**src/rtl/vlane_cfg_pkg.sv**
```systemverilog
`default_nettype none

package vlane_cfg_pkg;

    ////////////////////////////////////////////////////////////
    // Lane array and VRF geometry
    ////////////////////////////////////////////////////////////
    localparam int VLANE_NUM       = 8;
    localparam int MEM_DEPTH       = 512;  // Words per lane
    localparam int MAX_VL_PER_LANE = 256;
    localparam int R_PORTS_NUM     = 8;    // Read ports feeding the muxes
    localparam int ALU_OPMODE_W    = 6;

    ////////////////////////////////////////////////////////////
    // Width types
    ////////////////////////////////////////////////////////////
    typedef logic [$clog2(MEM_DEPTH)-1:0]                   vrf_addr_t;
    typedef logic [$clog2(VLANE_NUM*MAX_VL_PER_LANE)-1:0]   vl_t;
    // Extra bit so a full lane count fits
    typedef logic [$clog2(MAX_VL_PER_LANE):0]               lane_cnt_t;
    typedef logic [$clog2(R_PORTS_NUM)-1:0]                 port_sel_t;
    typedef logic [3:0]                                     bwen_t;
    typedef bwen_t [VLANE_NUM-1:0]                          lane_bwen_t;
    typedef vrf_addr_t [VLANE_NUM-1:0]                      lane_addr_t;
    typedef logic [1:0]                                     el_width_t;
    typedef logic [31:0]                                    word_t;

    // Element width codes
    localparam el_width_t EW_NONE = 2'd0;
    localparam el_width_t EW_BYTE = 2'd1;
    localparam el_width_t EW_HALF = 2'd2;
    localparam el_width_t EW_WORD = 2'd3;

endpackage

`default_nettype wire

```
**src/rtl/driver_ctrl_pkg.sv**
```systemverilog
`default_nettype none

package driver_ctrl_pkg;

    ////////////////////////////////////////////////////////////
    // Instruction and state encodings
    ////////////////////////////////////////////////////////////
    // Codes 1 and 6 stay reserved
    typedef enum logic [2:0] {
        NORMAL        = 3'd0,
        STORE         = 3'd2,
        INDEXED_STORE = 3'd3,
        LOAD          = 3'd4,
        INDEXED_LOAD  = 3'd5
    } inst_type_e;

    typedef enum logic [1:0] {
        IDLE,
        NORMAL_MODE,  // Read, compute, write back
        READ_MODE,    // Stores and indexed load
        LOAD_MODE
    } drv_state_e;

    ////////////////////////////////////////////////////////////
    // Side-band bundles
    ////////////////////////////////////////////////////////////
    typedef struct packed {
        logic [1:0]                              op2_sel;
        vlane_cfg_pkg::port_sel_t                op3_sel;
        vlane_cfg_pkg::word_t                    x_data;   // Scalar operand
        logic [4:0]                              imm;
        logic [vlane_cfg_pkg::ALU_OPMODE_W-1:0]  opmode;
        logic                                    en_32bit_mul;
        logic                                    vector_mask;
    } alu_ctrl_t;

    typedef struct packed {
        vlane_cfg_pkg::port_sel_t  data_mux_sel;
        vlane_cfg_pkg::port_sel_t  index_mux_sel;
        logic                      data_valid;
        logic                      index_valid;
    } store_ctrl_t;

    // FSM to write port
    typedef struct packed {
        logic                      load_addr;   // Strobe to restart at start_addr
        vlane_cfg_pkg::vrf_addr_t  start_addr;
        logic                      advance;     // Strobe for one beat
        vlane_cfg_pkg::el_width_t  width;
        logic                      bwen_en;
        logic                      load_mode;   // Take lane bwen from load source
    } wr_ctrl_t;

endpackage

`default_nettype wire

```
**src/rtl/vrf_addr_counter.sv**
```systemverilog
`default_nettype none

module vrf_addr_counter (
    input  logic                      clk_i,
    input  logic                      rst_i,
    input  logic                      load_i,
    input  vlane_cfg_pkg::vrf_addr_t  start_addr_i,
    input  logic                      advance_i,
    input  vlane_cfg_pkg::el_width_t  width_i,
    output vlane_cfg_pkg::vrf_addr_t  addr_o,
    output logic [1:0]                beat_o
);
    import vlane_cfg_pkg::*;

    logic [1:0] last_beat;
    logic       wrap;

    // Beats packed into one VRF word
    always_comb begin
        case (width_i)
            EW_BYTE: last_beat = 2'd3;
            EW_HALF: last_beat = 2'd1;
            default: last_beat = 2'd0;  // Word steps every beat
        endcase
    end

    assign wrap = (beat_o == last_beat);

    always_ff @(posedge clk_i) begin
        if (!rst_i) begin
            addr_o <= '0;
            beat_o <= '0;
        end else if (load_i) begin
            addr_o <= start_addr_i;
            beat_o <= '0;
        end else if (advance_i) begin
            if (wrap) begin
                beat_o <= '0;
                addr_o <= addr_o + 1'b1;  // Word full
            end else begin
                beat_o <= beat_o + 1'b1;
            end
        end
    end

endmodule

`default_nettype wire

```
**src/rtl/vrf_write_port.sv**
```systemverilog
`default_nettype none

module vrf_write_port (
    input  logic                       clk_i,
    input  logic                       rst_i,
    input  driver_ctrl_pkg::wr_ctrl_t  wr_i,
    input  vlane_cfg_pkg::lane_bwen_t  load_bwen_i,
    output vlane_cfg_pkg::lane_addr_t  waddr_o,
    output vlane_cfg_pkg::lane_bwen_t  bwen_o
);
    import vlane_cfg_pkg::*;

    vrf_addr_t  waddr;
    logic [1:0] beat;
    bwen_t      pattern;

    vrf_addr_counter u_waddr_cnt (
        .clk_i        (clk_i),
        .rst_i        (rst_i),
        .load_i       (wr_i.load_addr),
        .start_addr_i (wr_i.start_addr),
        .advance_i    (wr_i.advance),
        .width_i      (wr_i.width),
        .addr_o       (waddr),
        .beat_o       (beat)
    );

    ////////////////////////////////////////////////////////////
    // Byte enable pattern from the beat position
    ////////////////////////////////////////////////////////////
    always_comb begin
        pattern = '0;
        if (wr_i.bwen_en) begin
            case (wr_i.width)
                EW_BYTE: pattern = bwen_t'(4'b0001 << beat);
                EW_HALF: pattern = beat[0] ? 4'b1100 : 4'b0011;
                EW_WORD: pattern = 4'b1111;
                EW_NONE: pattern = '0;
                default: pattern = '0;
            endcase
        end
    end

    // Same address and pattern in every lane
    always_comb begin
        for (int lane = 0; lane < VLANE_NUM; lane++) begin
            waddr_o[lane] = waddr;
            if (wr_i.load_mode) begin
                bwen_o[lane] = load_bwen_i[lane];  // Load source decides per lane
            end else begin
                bwen_o[lane] = pattern;
            end
        end
    end

endmodule

`default_nettype wire

```
**src/rtl/driver_fsm.sv**
```systemverilog
`default_nettype none

module driver_fsm (
    input  logic                            clk_i,
    input  logic                            rst_i,
    // Handshake
    input  logic                            start_i,
    output logic                            ready_o,
    // Instruction fields
    input  driver_ctrl_pkg::inst_type_e     inst_type_i,
    input  vlane_cfg_pkg::vl_t              vl_i,
    input  logic [2:0]                      vsew_i,
    input  vlane_cfg_pkg::lane_cnt_t        inst_delay_i,
    input  vlane_cfg_pkg::el_width_t        wdata_width_i,
    input  vlane_cfg_pkg::vrf_addr_t        vrf_starting_waddr_i,
    input  vlane_cfg_pkg::vrf_addr_t [2:0]  vrf_starting_raddr_i,
    input  logic                            vrf_ren_i,
    input  driver_ctrl_pkg::alu_ctrl_t      alu_i,
    input  driver_ctrl_pkg::store_ctrl_t    store_sel_i,
    // Load source
    input  logic                            load_valid_i,
    input  logic                            load_last_i,
    output logic                            ready_for_load_o,
    // Address generation
    output driver_ctrl_pkg::wr_ctrl_t       wr_o,
    output logic                            rd_load_o,
    output logic                            rd_advance_o,
    output vlane_cfg_pkg::el_width_t        rd_width_o,
    output vlane_cfg_pkg::vrf_addr_t [2:0]  rd_start_o,
    // Side-band
    output logic                            vrf_ren_o,
    output vlane_cfg_pkg::lane_cnt_t        vmrf_addr_o,
    output logic                            vmrf_wen_o,
    output driver_ctrl_pkg::alu_ctrl_t      alu_o,
    output driver_ctrl_pkg::store_ctrl_t    store_o,
    output logic [1:0]                      write_data_sel_o,
    output logic [1:0]                      vsew_o
);
    import vlane_cfg_pkg::*;
    import driver_ctrl_pkg::*;

    drv_state_e      state;
    drv_state_e      next_state;
    // Instruction register
    inst_type_e      inst_type_q;
    lane_cnt_t       read_limit_q;
    lane_cnt_t       inst_delay_q;
    el_width_t       wdata_width_q;
    vrf_addr_t       waddr_start_q;
    vrf_addr_t [2:0] raddr_start_q;
    logic [1:0]      sew_q;
    alu_ctrl_t       alu_q;
    store_ctrl_t     store_sel_q;
    // Sequencing
    lane_cnt_t       read_limit;
    lane_cnt_t       main_cnt;
    lane_cnt_t       vmrf_cnt;
    logic            accept;
    logic            launch;
    logic            load_beat;
    logic            wr_active;
    logic            data_valid;
    logic            index_valid;
    logic [1:0]      write_data_sel;
    logic            vrf_ren_q;

    assign accept    = start_i & ready_o;
    assign launch    = (state == IDLE) && (next_state != IDLE);
    assign load_beat = (state == LOAD_MODE) & load_valid_i;

    // Elements per lane, rounded up
    assign read_limit = lane_cnt_t'(vl_i >> $clog2(VLANE_NUM))
                      + lane_cnt_t'(vl_i[$clog2(VLANE_NUM)-1:0] != '0);

    ////////////////////////////////////////////////////////////
    // Instruction register
    ////////////////////////////////////////////////////////////
    always_ff @(posedge clk_i) begin
        if (accept) begin
            inst_type_q   <= inst_type_i;
            read_limit_q  <= read_limit;
            inst_delay_q  <= inst_delay_i;
            wdata_width_q <= wdata_width_i;
            waddr_start_q <= vrf_starting_waddr_i;
            raddr_start_q <= vrf_starting_raddr_i;
            sew_q         <= vsew_i[1:0];
            alu_q         <= alu_i;
            store_sel_q   <= store_sel_i;  // Only the mux selects are used
        end
    end

    ////////////////////////////////////////////////////////////
    // Sequencing FSM
    ////////////////////////////////////////////////////////////
    always_comb begin
        next_state = state;
        case (state)
            IDLE: begin
                if (!ready_o) begin  // Instruction latched last edge
                    case (inst_type_q)
                        NORMAL:  next_state = NORMAL_MODE;
                        LOAD:    next_state = LOAD_MODE;
                        default: next_state = READ_MODE;
                    endcase
                end
            end
            NORMAL_MODE: begin
                if (main_cnt == lane_cnt_t'(inst_delay_q + read_limit_q)) begin
                    next_state = IDLE;
                end
            end
            READ_MODE: begin
                if (main_cnt == read_limit_q - 1'b1) begin
                    next_state = IDLE;
                end
            end
            LOAD_MODE: begin
                if (load_last_i) begin
                    next_state = IDLE;
                end
            end
            default: next_state = IDLE;
        endcase
    end

    always_ff @(posedge clk_i) begin
        if (!rst_i) begin
            state          <= IDLE;
            ready_o        <= 1'b1;
            main_cnt       <= '0;
            vmrf_cnt       <= '0;
            wr_active      <= 1'b0;
            data_valid     <= 1'b0;
            index_valid    <= 1'b0;
            write_data_sel <= 2'd0;
            vrf_ren_q      <= 1'b0;
        end else begin
            state     <= next_state;
            vrf_ren_q <= vrf_ren_i;

            if (accept) begin
                ready_o <= 1'b0;
            end else if (state != IDLE && next_state == IDLE) begin
                ready_o <= 1'b1;
            end

            if (state == IDLE) begin
                main_cnt <= '0;
                vmrf_cnt <= '0;
            end else begin
                if (state != LOAD_MODE) main_cnt <= main_cnt + 1'b1;
                if (wr_active) vmrf_cnt <= vmrf_cnt + 1'b1;
            end

            // Write back opens once the pipeline delay has passed
            if (state == NORMAL_MODE && next_state == IDLE) begin
                wr_active <= 1'b0;
            end else if (state == NORMAL_MODE && main_cnt == inst_delay_q - 1'b1) begin
                wr_active <= 1'b1;
            end

            if (launch) begin
                data_valid     <= (inst_type_q == STORE) || (inst_type_q == INDEXED_STORE);
                index_valid    <= (inst_type_q == INDEXED_STORE)
                               || (inst_type_q == INDEXED_LOAD);
                write_data_sel <= (inst_type_q == LOAD) ? 2'd1 : 2'd0;
            end else if (next_state == IDLE) begin
                data_valid  <= 1'b0;
                index_valid <= 1'b0;
            end
        end
    end

    ////////////////////////////////////////////////////////////
    // Outputs
    ////////////////////////////////////////////////////////////
    assign wr_o = '{
        load_addr:  (state == IDLE),
        start_addr: waddr_start_q,
        advance:    wr_active | load_beat,
        width:      (state == LOAD_MODE) ? EW_WORD : wdata_width_q,
        bwen_en:    wr_active,
        load_mode:  load_beat
    };

    assign rd_load_o    = (state == IDLE);
    assign rd_advance_o = (state == NORMAL_MODE) || (state == READ_MODE);
    assign rd_start_o   = raddr_start_q;
    // vsew 0 and 1 read bytes and halfwords, wider reads whole words
    assign rd_width_o   = sew_q[1] ? EW_WORD : el_width_t'(sew_q + 2'd1);

    assign ready_for_load_o = (state == LOAD_MODE);
    assign vrf_ren_o        = vrf_ren_q;
    assign vmrf_addr_o      = vmrf_cnt;
    assign vmrf_wen_o       = wr_active & alu_q.vector_mask;
    assign alu_o            = alu_q;
    assign store_o = '{
        data_mux_sel:  store_sel_q.data_mux_sel,
        index_mux_sel: store_sel_q.index_mux_sel,
        data_valid:    data_valid,
        index_valid:   index_valid
    };
    assign write_data_sel_o = write_data_sel;
    assign vsew_o           = sew_q;

endmodule

`default_nettype wire

```
**src/rtl/sublane_driver_top.sv**
```systemverilog
`default_nettype none

module sublane_driver_top (
    input  logic                            clk_i,
    input  logic                            rst_i,
    // Handshake
    input  logic                            start_i,
    output logic                            ready_o,
    // Instruction fields
    input  driver_ctrl_pkg::inst_type_e     inst_type_i,
    input  vlane_cfg_pkg::vl_t              vl_i,
    input  logic [2:0]                      vsew_i,
    input  vlane_cfg_pkg::lane_cnt_t        inst_delay_i,
    input  vlane_cfg_pkg::el_width_t        wdata_width_i,
    input  vlane_cfg_pkg::vrf_addr_t        vrf_starting_waddr_i,
    input  vlane_cfg_pkg::vrf_addr_t [2:0]  vrf_starting_raddr_i,
    input  logic                            vrf_ren_i,
    input  driver_ctrl_pkg::alu_ctrl_t      alu_i,
    input  driver_ctrl_pkg::store_ctrl_t    store_sel_i,
    // Load source
    input  logic                            load_valid_i,
    input  logic                            load_last_i,
    input  vlane_cfg_pkg::lane_bwen_t       load_bwen_i,
    output logic                            ready_for_load_o,
    // VRF and VMRF
    output logic                            vrf_ren_o,
    output vlane_cfg_pkg::lane_addr_t       vrf_waddr_o,
    output vlane_cfg_pkg::vrf_addr_t [2:0]  vrf_raddr_o,  // vs1, vs2, vs3
    output vlane_cfg_pkg::lane_bwen_t       vrf_bwen_o,
    output vlane_cfg_pkg::lane_cnt_t        vmrf_addr_o,
    output logic                            vmrf_wen_o,
    // Side-band
    output driver_ctrl_pkg::alu_ctrl_t      alu_o,
    output driver_ctrl_pkg::store_ctrl_t    store_o,
    output logic [1:0]                      write_data_sel_o,
    output logic [1:0]                      vsew_o
);
    import vlane_cfg_pkg::*;
    import driver_ctrl_pkg::*;

    wr_ctrl_t        wr;
    logic            rd_load;
    logic            rd_advance;
    el_width_t       rd_width;
    vrf_addr_t [2:0] rd_start;

    driver_fsm u_fsm (
        .clk_i                (clk_i),
        .rst_i                (rst_i),
        .start_i              (start_i),
        .ready_o              (ready_o),
        .inst_type_i          (inst_type_i),
        .vl_i                 (vl_i),
        .vsew_i               (vsew_i),
        .inst_delay_i         (inst_delay_i),
        .wdata_width_i        (wdata_width_i),
        .vrf_starting_waddr_i (vrf_starting_waddr_i),
        .vrf_starting_raddr_i (vrf_starting_raddr_i),
        .vrf_ren_i            (vrf_ren_i),
        .alu_i                (alu_i),
        .store_sel_i          (store_sel_i),
        .load_valid_i         (load_valid_i),
        .load_last_i          (load_last_i),
        .ready_for_load_o     (ready_for_load_o),
        .wr_o                 (wr),
        .rd_load_o            (rd_load),
        .rd_advance_o         (rd_advance),
        .rd_width_o           (rd_width),
        .rd_start_o           (rd_start),
        .vrf_ren_o            (vrf_ren_o),
        .vmrf_addr_o          (vmrf_addr_o),
        .vmrf_wen_o           (vmrf_wen_o),
        .alu_o                (alu_o),
        .store_o              (store_o),
        .write_data_sel_o     (write_data_sel_o),
        .vsew_o               (vsew_o)
    );

    vrf_write_port u_write_port (
        .clk_i       (clk_i),
        .rst_i       (rst_i),
        .wr_i        (wr),
        .load_bwen_i (load_bwen_i),
        .waddr_o     (vrf_waddr_o),
        .bwen_o      (vrf_bwen_o)
    );

    // One read counter per source operand
    for (genvar src = 0; src < 3; src++) begin : g_raddr
        vrf_addr_counter u_raddr_cnt (
            .clk_i        (clk_i),
            .rst_i        (rst_i),
            .load_i       (rd_load),
            .start_addr_i (rd_start[src]),
            .advance_i    (rd_advance),
            .width_i      (rd_width),
            .addr_o       (vrf_raddr_o[src]),
            .beat_o       ()
        );
    end

endmodule

`default_nettype wire

```
**config.mk**
```make
export PLATFORM = sky130hd
export DESIGN_NAME = sublane_driver_top
export DESIGN_NICKNAME = d
export VERILOG_FILES = /design/src/rtl/vlane_cfg_pkg.sv /design/src/rtl/driver_ctrl_pkg.sv /design/src/rtl/vrf_addr_counter.sv /design/src/rtl/vrf_write_port.sv /design/src/rtl/driver_fsm.sv /design/src/rtl/sublane_driver_top.sv
export SDC_FILE = /design/constraint.sdc
export NUM_CORES = 1
export LEC_CHECK = 0
export BUFFER_PORTS_ARGS = -buffer_cell sky130_fd_sc_hd__buf_2
export CORE_MARGIN = 2
export CORE_UTILIZATION = 32
export CTS_CLUSTER_DIAMETER = 120
export DETAILED_ROUTE_END_ITERATION = 8
export PLACE_DENSITY_LB_ADDON = 0.25
export SYNTH_ARGS = -nofsm -noshare
export SYNTH_HDL_FRONTEND = slang
export SYNTH_SLANG_ARGS = --single-unit
```
**constraint.sdc**
```tcl
create_clock -name clk_i -period 8.4 [get_ports clk_i]
set_input_delay 0.42 -clock clk_i [delete_from_list [all_inputs] [get_ports clk_i]]
set_output_delay 0.42 -clock clk_i [all_outputs]
set_load 0.005 [all_outputs]
```
# ---- After elaboration in Yosys (flattened, before gate mapping)
# Index checks and enable logic that the tools add are counted.
dict set report op_classes {
  n_addsub 15
  n_eq_ne 20
  shift 1
  mux 43
  n_bitwise 5
  n_reduce_logical 28
}
# operator n
set ops {}
lappend ops {{9-bit 2-to-1 mux} 12}
lappend ops {{9-bit by 1-bit adder with 9-bit output, second input constant} 6}
lappend ops {{4-bit 2-to-1 mux} 10}
lappend ops {{9-bit == test} 3}
lappend ops {{2-bit 2-to-1 mux} 10}
lappend ops {{2-bit nonzero test} 10}
lappend ops {{9-bit by 1-bit subtractor with 9-bit output, second input constant} 2}
lappend ops {{4-bit case mux with 4 select lines} 1}
lappend ops {{2-bit case mux with 2 select lines} 3}
lappend ops {{2-bit by 1-bit adder with 2-bit output, second input constant} 5}
lappend ops {{2-bit == test, second input constant} 5}
lappend ops {{8-bit by 1-bit adder with 9-bit output} 1}
lappend ops {{9-bit adder} 1}
lappend ops {{2-bit == test} 4}
lappend ops {{2-bit case mux with 4 select lines} 1}
lappend ops {{2-bit AND reduction} 4}
lappend ops {{2-bit by 1-bit == test with 1-bit output, second input constant} 3}
lappend ops {{3-bit by 2-bit == test with 1-bit output, second input constant} 2}
lappend ops {{3-bit == test, second input constant} 2}
lappend ops {{2-bit zero test} 3}
lappend ops {{1-bit 2-to-1 mux} 6}
lappend ops {{1-bit logical AND} 4}
lappend ops {{2-bit OR reduction} 2}
lappend ops {{1-bit by 2-bit << shifter with 4-bit output, first input constant} 1}
lappend ops {{other kinds (7)} 11}
dict set report totals {
  regBits 188
  in_bits 160
  out_inout_bits 206
  word_cells 147
}

# ---- Longest topological paths before layout
# Gate-level depths: netlist of the first run.
dict set report logic_depth {
  depth_word 8
  depth_mapped 12
}

# ---- Hierarchy
# A second synthesis of the first run with hierarchy kept.
dict set report hier_totals {
  hier_cells 866
  area_unflattened_um2 9432.8
}
# mod n_inst cells_each area_each_um2 seq_area_each_um2
set by_module_without_submodules {}
lappend by_module_without_submodules {driver_fsm 1 442 6065.8 4033.9}
lappend by_module_without_submodules {vrf_addr_counter 4 70 628.1 220.2}
lappend by_module_without_submodules {vrf_write_port 1 144 854.6 0.0}

# ---- Worst setup path after synthesis of the first run
# No wires, ideal clock.
dict set report synth_path {
  kind {input -> register}
  start {in start_i}
  end {reg u_fsm.ready_o}
  setup_ps 120
  arrival_ps 3676
  slack_ps 4605
  cell_stages 3
  n_path_buf 0
  path_cell_list {and2_1 > o21ai_0 > o31a_1}
}
dict set report synth_between {
  elab_chain_cells 2
  word_cells_on_any_way 3
  classes_between {1 x mux; 1 x bitwise; 1 x reduce/logical}
}
# item line_no
set synth_lines {}
lappend synth_lines {{from (decl)} sublane_driver_top.sv:7} ;# input logic start_i,
lappend synth_lines {{1-bit bitwise AND *} driver_fsm.sv:67} ;# assign accept = start_i & ready_o;
lappend synth_lines {{1-bit 2-to-1 mux / 2-bit nonzero test (equally long branches)} -}
lappend synth_lines {{to (signal assigned)} driver_fsm.sv:129} ;# ready_o <= 1'b1;
lappend synth_lines {{to (signal assigned)} driver_fsm.sv:142} ;# ready_o <= 1'b0;
lappend synth_lines {{to (signal assigned)} driver_fsm.sv:144} ;# ready_o <= 1'b1;
lappend synth_lines {{to (decl)} driver_fsm.sv:8} ;# output logic ready_o,
# Every way passes the cells marked *; elsewhere a longest branch is shown, timed or not.
# A chain may end at the register's enable or synchronous reset.

# ---- Worst setup path in the final report of the first run
dict set report layout_path {
  start {reg u_fsm.state[0]}
  end {reg u_write_port.u_waddr_cnt.addr_o[8]}
}
dict set report layout_between {
  elab_chain_cells 7
  word_cells_on_any_way 13
  classes_between {4 x eq/ne; 3 x mux; 2 x bitwise; 4 x reduce/logical}
}
# item line_no
set layout_lines {}
lappend layout_lines {{from (decl)} driver_fsm.sv:42} ;# drv_state_e state;
lappend layout_lines {{from (signal assigned)} driver_fsm.sv:138} ;# state <= next_state;
lappend layout_lines {{2-bit == test} {driver_fsm.sv:69, driver_fsm.sv:181}}
lappend layout_lines {{2-bit 2-to-1 mux} driver_fsm.sv:181} ;# width: (state == LOAD_MODE) ? EW_WORD : wdata_width_q,
lappend layout_lines {{2-bit == test / 2-bit by 1-bit == test with 1-bit output (equally long branches)} vrf_addr_counter.sv:20} ;# case (width_i)
lappend layout_lines {{2-bit case mux with 2 select lines} vrf_addr_counter.sv:20}
lappend layout_lines {{2-bit == test} vrf_addr_counter.sv:27} ;# assign wrap = (beat_o == last_beat);
lappend layout_lines {{2-bit nonzero test (no line)} -}
lappend layout_lines {{2-bit AND reduction (no line)} -}
lappend layout_lines {{to (signal assigned)} vrf_addr_counter.sv:34} ;# addr_o <= start_addr_i;
lappend layout_lines {{to (signal assigned)} vrf_addr_counter.sv:39} ;# addr_o <= addr_o + 1'b1;
lappend layout_lines {{to (decl)} vrf_addr_counter.sv:10} ;# output vlane_cfg_pkg::vrf_addr_t addr_o,
# Several ways; a longest one is shown, not always the timed one.

==> results_dict.tcl, run 1 <==
set metrics [dict create \
    port-buffer-count 361 \
    crit_chain "ha_1 > and2_1 > nor2_2 > nor3_4 > and4_1 > nand3_1 > o21a_1 > o311a_1" \
    htreeDepth 4 \
    cp_slowest_cell "and2_1" \
    tns_ns 0 \
    rsz0062_at_grt "no" \
    hpwlAfterDp_mm 16.39 \
    p_per_area_nw_per_um2 210.3 \
    ys_warn_count 0 \
    synthTopCellsByArea "edfxtp_1 38%, dfxtp_1 15%, buf_4 5.5%" \
    power_frac_clock 0.332 \
    synth_flop_cell "edfxtp_1" \
    syn_to_final_growth_pct 24.47 \
    min_period_ns 3.703 \
    tightest_slew_ns 1.056 \
    grt_use_met2 0.2483 \
    finalMaxSlewViolations 0 \
    end_kind "register" \
    post-cts-setup-buffers 0 \
    ys_seq_area_frac 0.5331 \
    rr_endpoint "u_write_port.u_waddr_cnt.addr_o[8]" \
    wl_per_cell_um 14.77 \
    place_congestion 0.7901 \
    place_inst 1494 \
    synth_most_common_cell "edfxtp_1" \
    p_int_mw 1.709 \
    fin_worst_skew_ns 0.01114 \
    hold_ws_ns 0.1542 \
    rr_startpoint "u_fsm.state[0]" \
    rows 62 \
    gr-usage-all-layers 0.1456 \
    finalWirelength_mm 22.58 \
    crit_fanout 34 \
    p_comb_frac 0.189 \
    final_area_um2 11470 \
    path_clk_slew_ns 0.08 \
    hold_path_depth 1 \
    cts_buffer_depth 2 \
    synth_edf_count 117 \
    grt_overflow 0 \
    synth_area_um2 9219 \
    hold_viol_final 0 \
    cts_resized 0 \
    grt_pass1_wl_mm 35.13 \
    synth_nets 1039 \
    rrSetupSlack_ns 4.70 \
    hp-class "input port to register" \
    leakage_nw 5.302 \
    fp.dieArea_um2 30180 \
    finalSetupViolCount 0 \
    worstSetupPathType "register to register" \
    max-slew-margin-rel 0.2958 \
    slowest_delay_ns 0.93 \
    p_switching_mw 0.7046 \
    numClockSinks 187 \
    insertion_delay_ns 0.43 \
    drc_errors 0 \
    yosys-top-cells-count "117 x edfxtp_1, 70 x dfxtp_1, 68 x buf_4, 68 x nor2_1, 44 x nand2_1" \
    antenna_found_initial 4 \
    holdCritStartpoint "alu_i[25]" \
    rr_worst_depth 8 \
    hold_buffers 0 \
    ios 366 \
    drive_above_1_share 0.3660 \
    initial_core_util 0.3229 \
    yosys.area.top_type_share 0.3811 \
    yosysUniqueCellTypes 59 \
    min_to "u_fsm.alu_o[25]" \
    crit_arrival_ns 4.03 \
    root_buffer "clkbuf_16" \
    async_reset_ff_frac 0 \
    cp.buffers_inverters 0 \
    timing.final.crit_share 0.4409 \
    status "finished, final reports clean" \
    core-area_um2 28550 \
    vias 7161 \
    seq_power_share 0.479 \
    drv_cap 0 \
    synth-seq-cells 187 \
    grt_max_degree 79 \
    avgSynthCellArea_um2 10.85 \
    grt_pass1_vias 6946 \
    first_pass_iters 4 \
    layoutNonFillerInstCount 1529 \
    synthCells 850 \
    postRouteAntennaNets 0 \
    die_w_um 173.7 \
    placed_cell_area_um2 10890 \
    layout.nets 1318 \
    worstPathRequired_ns 8.73 \
    path_delay_family "simple AND/OR/NAND/NOR gates" \
    vias_per_cell 4.683 \
    grtUsageMet3 0.04803 \
    dr.first_iter.drc_count 263 \
    place_ws_ns 4.602 \
    cts_tree "built" \
    busiest_layer "met2" \
    swShare 0.2919 \
    ir_drop_v 0.0001162 \
    use_met1 0.1712 \
    setup_slack_ns 4.697 \
    max_freq_mhz 270.0 \
    cts_made_buffers 17 \
    yosys.area.top_type "edfxtp_1" \
    worst_setup_path_start_kind "register" \
    fp.dieH_um 173.7 \
]
-- flip-flops by register name (all words and copies together) (netlist names), 3 cells and up --
register,flops
u_fsm.vmrf_addr_o,9
u_fsm.inst_delay_q,9
u_write_port.u_waddr_cnt.addr_o,9
u_fsm.main_cnt,9
u_fsm.alu_o,50
g_raddr.u_raddr_cnt.beat_o,6
g_raddr.u_raddr_cnt.addr_o,27
u_fsm.store_o,6
u_fsm.inst_type_q,3
u_fsm.waddr_start_q,9
u_fsm.read_limit_q,9
u_fsm.rd_start_o,27
-- metrics by stage --
step / util / power (mW)
2_1_floorplan: - / 1.490
3_3_place_gp: 0.3814 / 1.632
3_5_place_dp: 0.3814 / 1.639
4_1_cts: 0.4017 / 2.456
5_1_grt: 0.4018 / 2.550
6_report: 0.4020 / 2.413
-- worst reg2reg max path, delay by kind of cell (launching register included) --
| kind | cells | cell delay [ns] |
|---|---|---|
| flops | 1 | 0.43 |
| compound gates | 2 | 0.53 |
| fa+ha+maj | 1 | 0.67 |
| simple gates | 5 | 2.00 |
-- routing by layer --
layer	up-vias	part of all wire
met5	-	0.00049
met4	2	0.017
met3	19	0.083
met2	290	0.47
met1	3323	0.43
li1	3527	-
-- placed cells by master (no fill, tap or decap), types with 4 or more instances in the layout --
cell type	n
a21o_1	37
a21oi_1	40
a22oi_1	6
a31oi_1	7
a32oi_1	4
and2_1	23
and3_1	12
buf_2	361
buf_4	4
clkbuf_16	17
dfxtp_1	70
edfxtp_1	117
ha_1	27
inv_1	24
inv_6	4
mux2i_1	13
nand2_1	44
nand3_1	35
nand4_1	9
nor2_1	68
nor2b_1	7
nor3_1	23
o211a_1	8
o21ai_0	35
o221a_2	9
o22ai_1	5
or3_1	6
xnor2_1	30
xor2_1	40
-- power by group through the flow --
stage | Combinational [mW] | Clock (mW) | Sequential, mW
floorplan | 0.322 | 0 | 1.17
global placement | 0.457 | 0 | 1.18
detailed placement | 0.462 | 0 | 1.18
CTS | 0.465 | 0.834 | 1.16
global route | 0.513 | 0.865 | 1.17
finish | 0.456 | 0.802 | 1.16
-- how the worst max path moves through the flow --
stage                                               to  cells after the start            from  slack (ns)
floorplan                                u_fsm.ready_o                      3         start_i        4.60
CTS                                     vrf_bwen_o[14]                      6  u_fsm.state[0]        4.60
finish              u_write_port.u_waddr_cnt.addr_o[8]                      8  u_fsm.state[0]        4.70
global placement    u_write_port.u_waddr_cnt.addr_o[8]                      8  u_fsm.state[1]        4.66
global route        u_write_port.u_waddr_cnt.addr_o[8]                      8  u_fsm.state[1]        4.35
detailed placement  u_write_port.u_waddr_cnt.addr_o[8]                      8  u_fsm.state[0]        4.60
-- kinds of logic after synthesis --
logic type,after synthesis,synth area share
flops,187,0.5331
fa+ha+maj,29,0.04017
buf+inv,129,0.08062
compound gates,175,0.1303
mux,16,0.01778
other cells,1,0.0004068
xor+xnor,70,0.06650
simple gates,243,0.1311
-- layout make-up --
| type | count | area, µm² |
|---|---|---|
| antenna | 3 | 7.507 |
| clock buffer | 17 | 425.4 |
| sequential | 187 | 4915 |
| fill | 2807 | 17070 |
| tap | 384 | 480.5 |
| clock inverter | 15 | 153.9 |
| timing repair buffer | 365 | 1837 |
| multi-input combinational | 534 | 3566 |
| inverter | 24 | 90.09 |
Note: power is estimated with default switching activity, not from simulation.
==> run 2: changes to the inputs <==
==> constraint.sdc (replaced) <==
create_clock -name clk_i -period 3.1 [get_ports clk_i]
set_input_delay 0.155 -clock clk_i [delete_from_list [all_inputs] [get_ports clk_i]]
set_output_delay 0.155 -clock clk_i [all_outputs]
set_load 0.005 [all_outputs]
==> results_dict.tcl, run 2 (synthesized netlist as in run 1, its figures left out) <==
set metrics [dict create \
    crit_fanout 5 \
    antenna_found_initial 0 \
    insertion_delay_ns 0.44 \
    port-buffer-count 361 \
    htreeDepth 4 \
    p_per_area_nw_per_um2 535.1 \
    drc_errors 0 \
    fill_cells 2699 \
    timing.final.crit_share 0.9008 \
    diodes 0 \
    worstSetupPathType "register to register" \
    final_util 0.4439 \
    max_freq_mhz 358.1 \
    core-area_um2 28550 \
    finalMaxSlewViolations 0 \
    fp.dieH_um 173.7 \
    grt_max_degree 55 \
    cts_tree "built" \
    fp.dieArea_um2 30180 \
    post-cts-setup-buffers 0 \
    vias 7687 \
    slowest_delay_ns 0.42 \
    hold_viol_final 0 \
    tns_ns 0 \
    multiInputGateArea_um2 3566 \
    first_pass_iters 5 \
    leakage_nw 5.822 \
    dr.first_iter.drc_count 351 \
    layout.nets 1435 \
    cpMostUsedCell "mux2i_1" \
    crit_arrival_ns 3.10 \
    grt_pass1_wl_mm 38.79 \
    cts_made_buffers 17 \
    grt_pass1_vias 7519 \
    cts_buffer_depth 2 \
    final_cell_mix "361 x buf_2, 117 x edfxtp_1, 109 x dlygate4sd3_1" \
    worst_setup_path_start_kind "register" \
    worstPathRequired_ns 3.41 \
    min_period_ns 2.792 \
    numClockSinks 187 \
    wl_per_cell_um 15.24 \
    crit_chain "ha_1 > inv_1 > fa_1 > nor2b_1 > o22ai_1 > mux2i_1 > mux2i_1 > nor4_1 > nand4_1 > a22oi_2 > o32ai_1" \
    vias_per_cell 4.679 \
    seq_area_um2 4915 \
    fin_worst_skew_ns 0.01330 \
    grt_overflow 0 \
    drive_above_1_share 0.3392 \
    die_w_um 173.7 \
    rsz0062_at_grt "no" \
    finalWirelength_mm 25.04 \
    place_congestion 0.8209 \
    drv_cap 0 \
    syn_to_final_growth_pct 37.45 \
    postRouteAntennaNets 0 \
    path_clk_slew_ns 0.07 \
    max-slew-margin-rel 0.4760 \
    ir_drop_v 0.0003751 \
    hold_buffers 109 \
    largest_register_ffs 50 \
    hp-class "input port to register" \
    hpwlAfterDp_mm 17.37 \
    cts_resized 0 \
    root_buffer "clkbuf_16" \
    status "finished, final reports clean" \
    end_kind "register" \
    placed_cell_area_um2 10990 \
    final_common_cell "buf_2" \
    finalSetupViolCount 0 \
    gr-usage-all-layers 0.1619 \
    tightest_slew_ns 0.7663 \
    path_delay_family "simple AND/OR/NAND/NOR gates" \
    ios 366 \
    cp_slowest_cell "edfxtp_1" \
    final_area_um2 12670 \
    cp.buffers_inverters 1 \
    rows 62 \
    initial_core_util 0.3229 \
]
-- run 2: cell types whose count changed in the layout (fill, tap and decap cells not counted), sizes merged --
cell	delta
inv	+4
diode	-3
buf	+8
clkinv	-4
dlygate4sd3	+109
-- run 2: worst reg2reg max path, cell delays in order, from the launching register on --
cell and delay, ns:
edfxtp_1 0.42, ha_1 0.19, inv_1 0.06, fa_1 0.41, nor2b_1 0.19, o22ai_1 0.16
mux2i_1 0.17, mux2i_1 0.08, nor4_1 0.35, nand4_1 0.18, a22oi_2 0.34, o32ai_1 0.13
-- run 2: report_power, final --
group          internal (mW)  leakage [nW]  total, mW  switching [mW]
logic                  0.693          3.83       1.40           0.705
registers               2.91          1.69       3.13           0.219
clock network           1.16         0.296       2.25            1.09
total                   4.77          5.82       6.78            2.01
-- run 2: metal layers --
| layer | global-route usage | vias to the layer above | share of wire |
|---|---|---|---|
| met5 | 0 | - | 0 |
| met4 | 0.05287 | 0 | 0.013 |
| met3 | 0.04627 | 17 | 0.070 |
| met2 | 0.2900 | 289 | 0.50 |
| met1 | 0.1853 | 3621 | 0.42 |
| li1 | - | 3760 | - |
-- run 2: layout make-up --
type                       instances  area share
clock buffer                      17     0.03357
timing repair buffer             482      0.2388
multi-input combinational        534      0.2814
tap                              384     0.03792
inverter                          24    0.007110
clock inverter                    15     0.01333
sequential                       187      0.3879
-- run 2: worst paths after layout --
kind,slack (ns),to,from,cells after the start
max,0.31,u_fsm.state[1],u_fsm.read_limit_q[0],11
min,0.04,u_fsm.read_limit_q[4],vl_i[7],2
max reg2reg,0.31,u_fsm.state[1],u_fsm.read_limit_q[0],11
min reg2reg,0.47,u_fsm.write_data_sel_o[0],u_fsm.write_data_sel_o[0],2
-- run 2: metrics by stage --
| stage | setup WS (ns) | std cells | total power [mW] | hold WS [ns] |
|---|---|---|---|---|
| floorplan | 0.2867 | 850 | 4.028 | 0.2539 |
| global placement | 0.4218 | 1502 | 4.461 | 0.3312 |
| detailed placement | 0.3228 | 1502 | 4.482 | 0.3331 |
| CTS | 0.2698 | 1643 | 6.862 | 0.01815 |
| global route | 0.06660 | 1643 | 7.139 | 0.02888 |
| finish | 0.3076 | 1643 | 6.781 | 0.03682 |
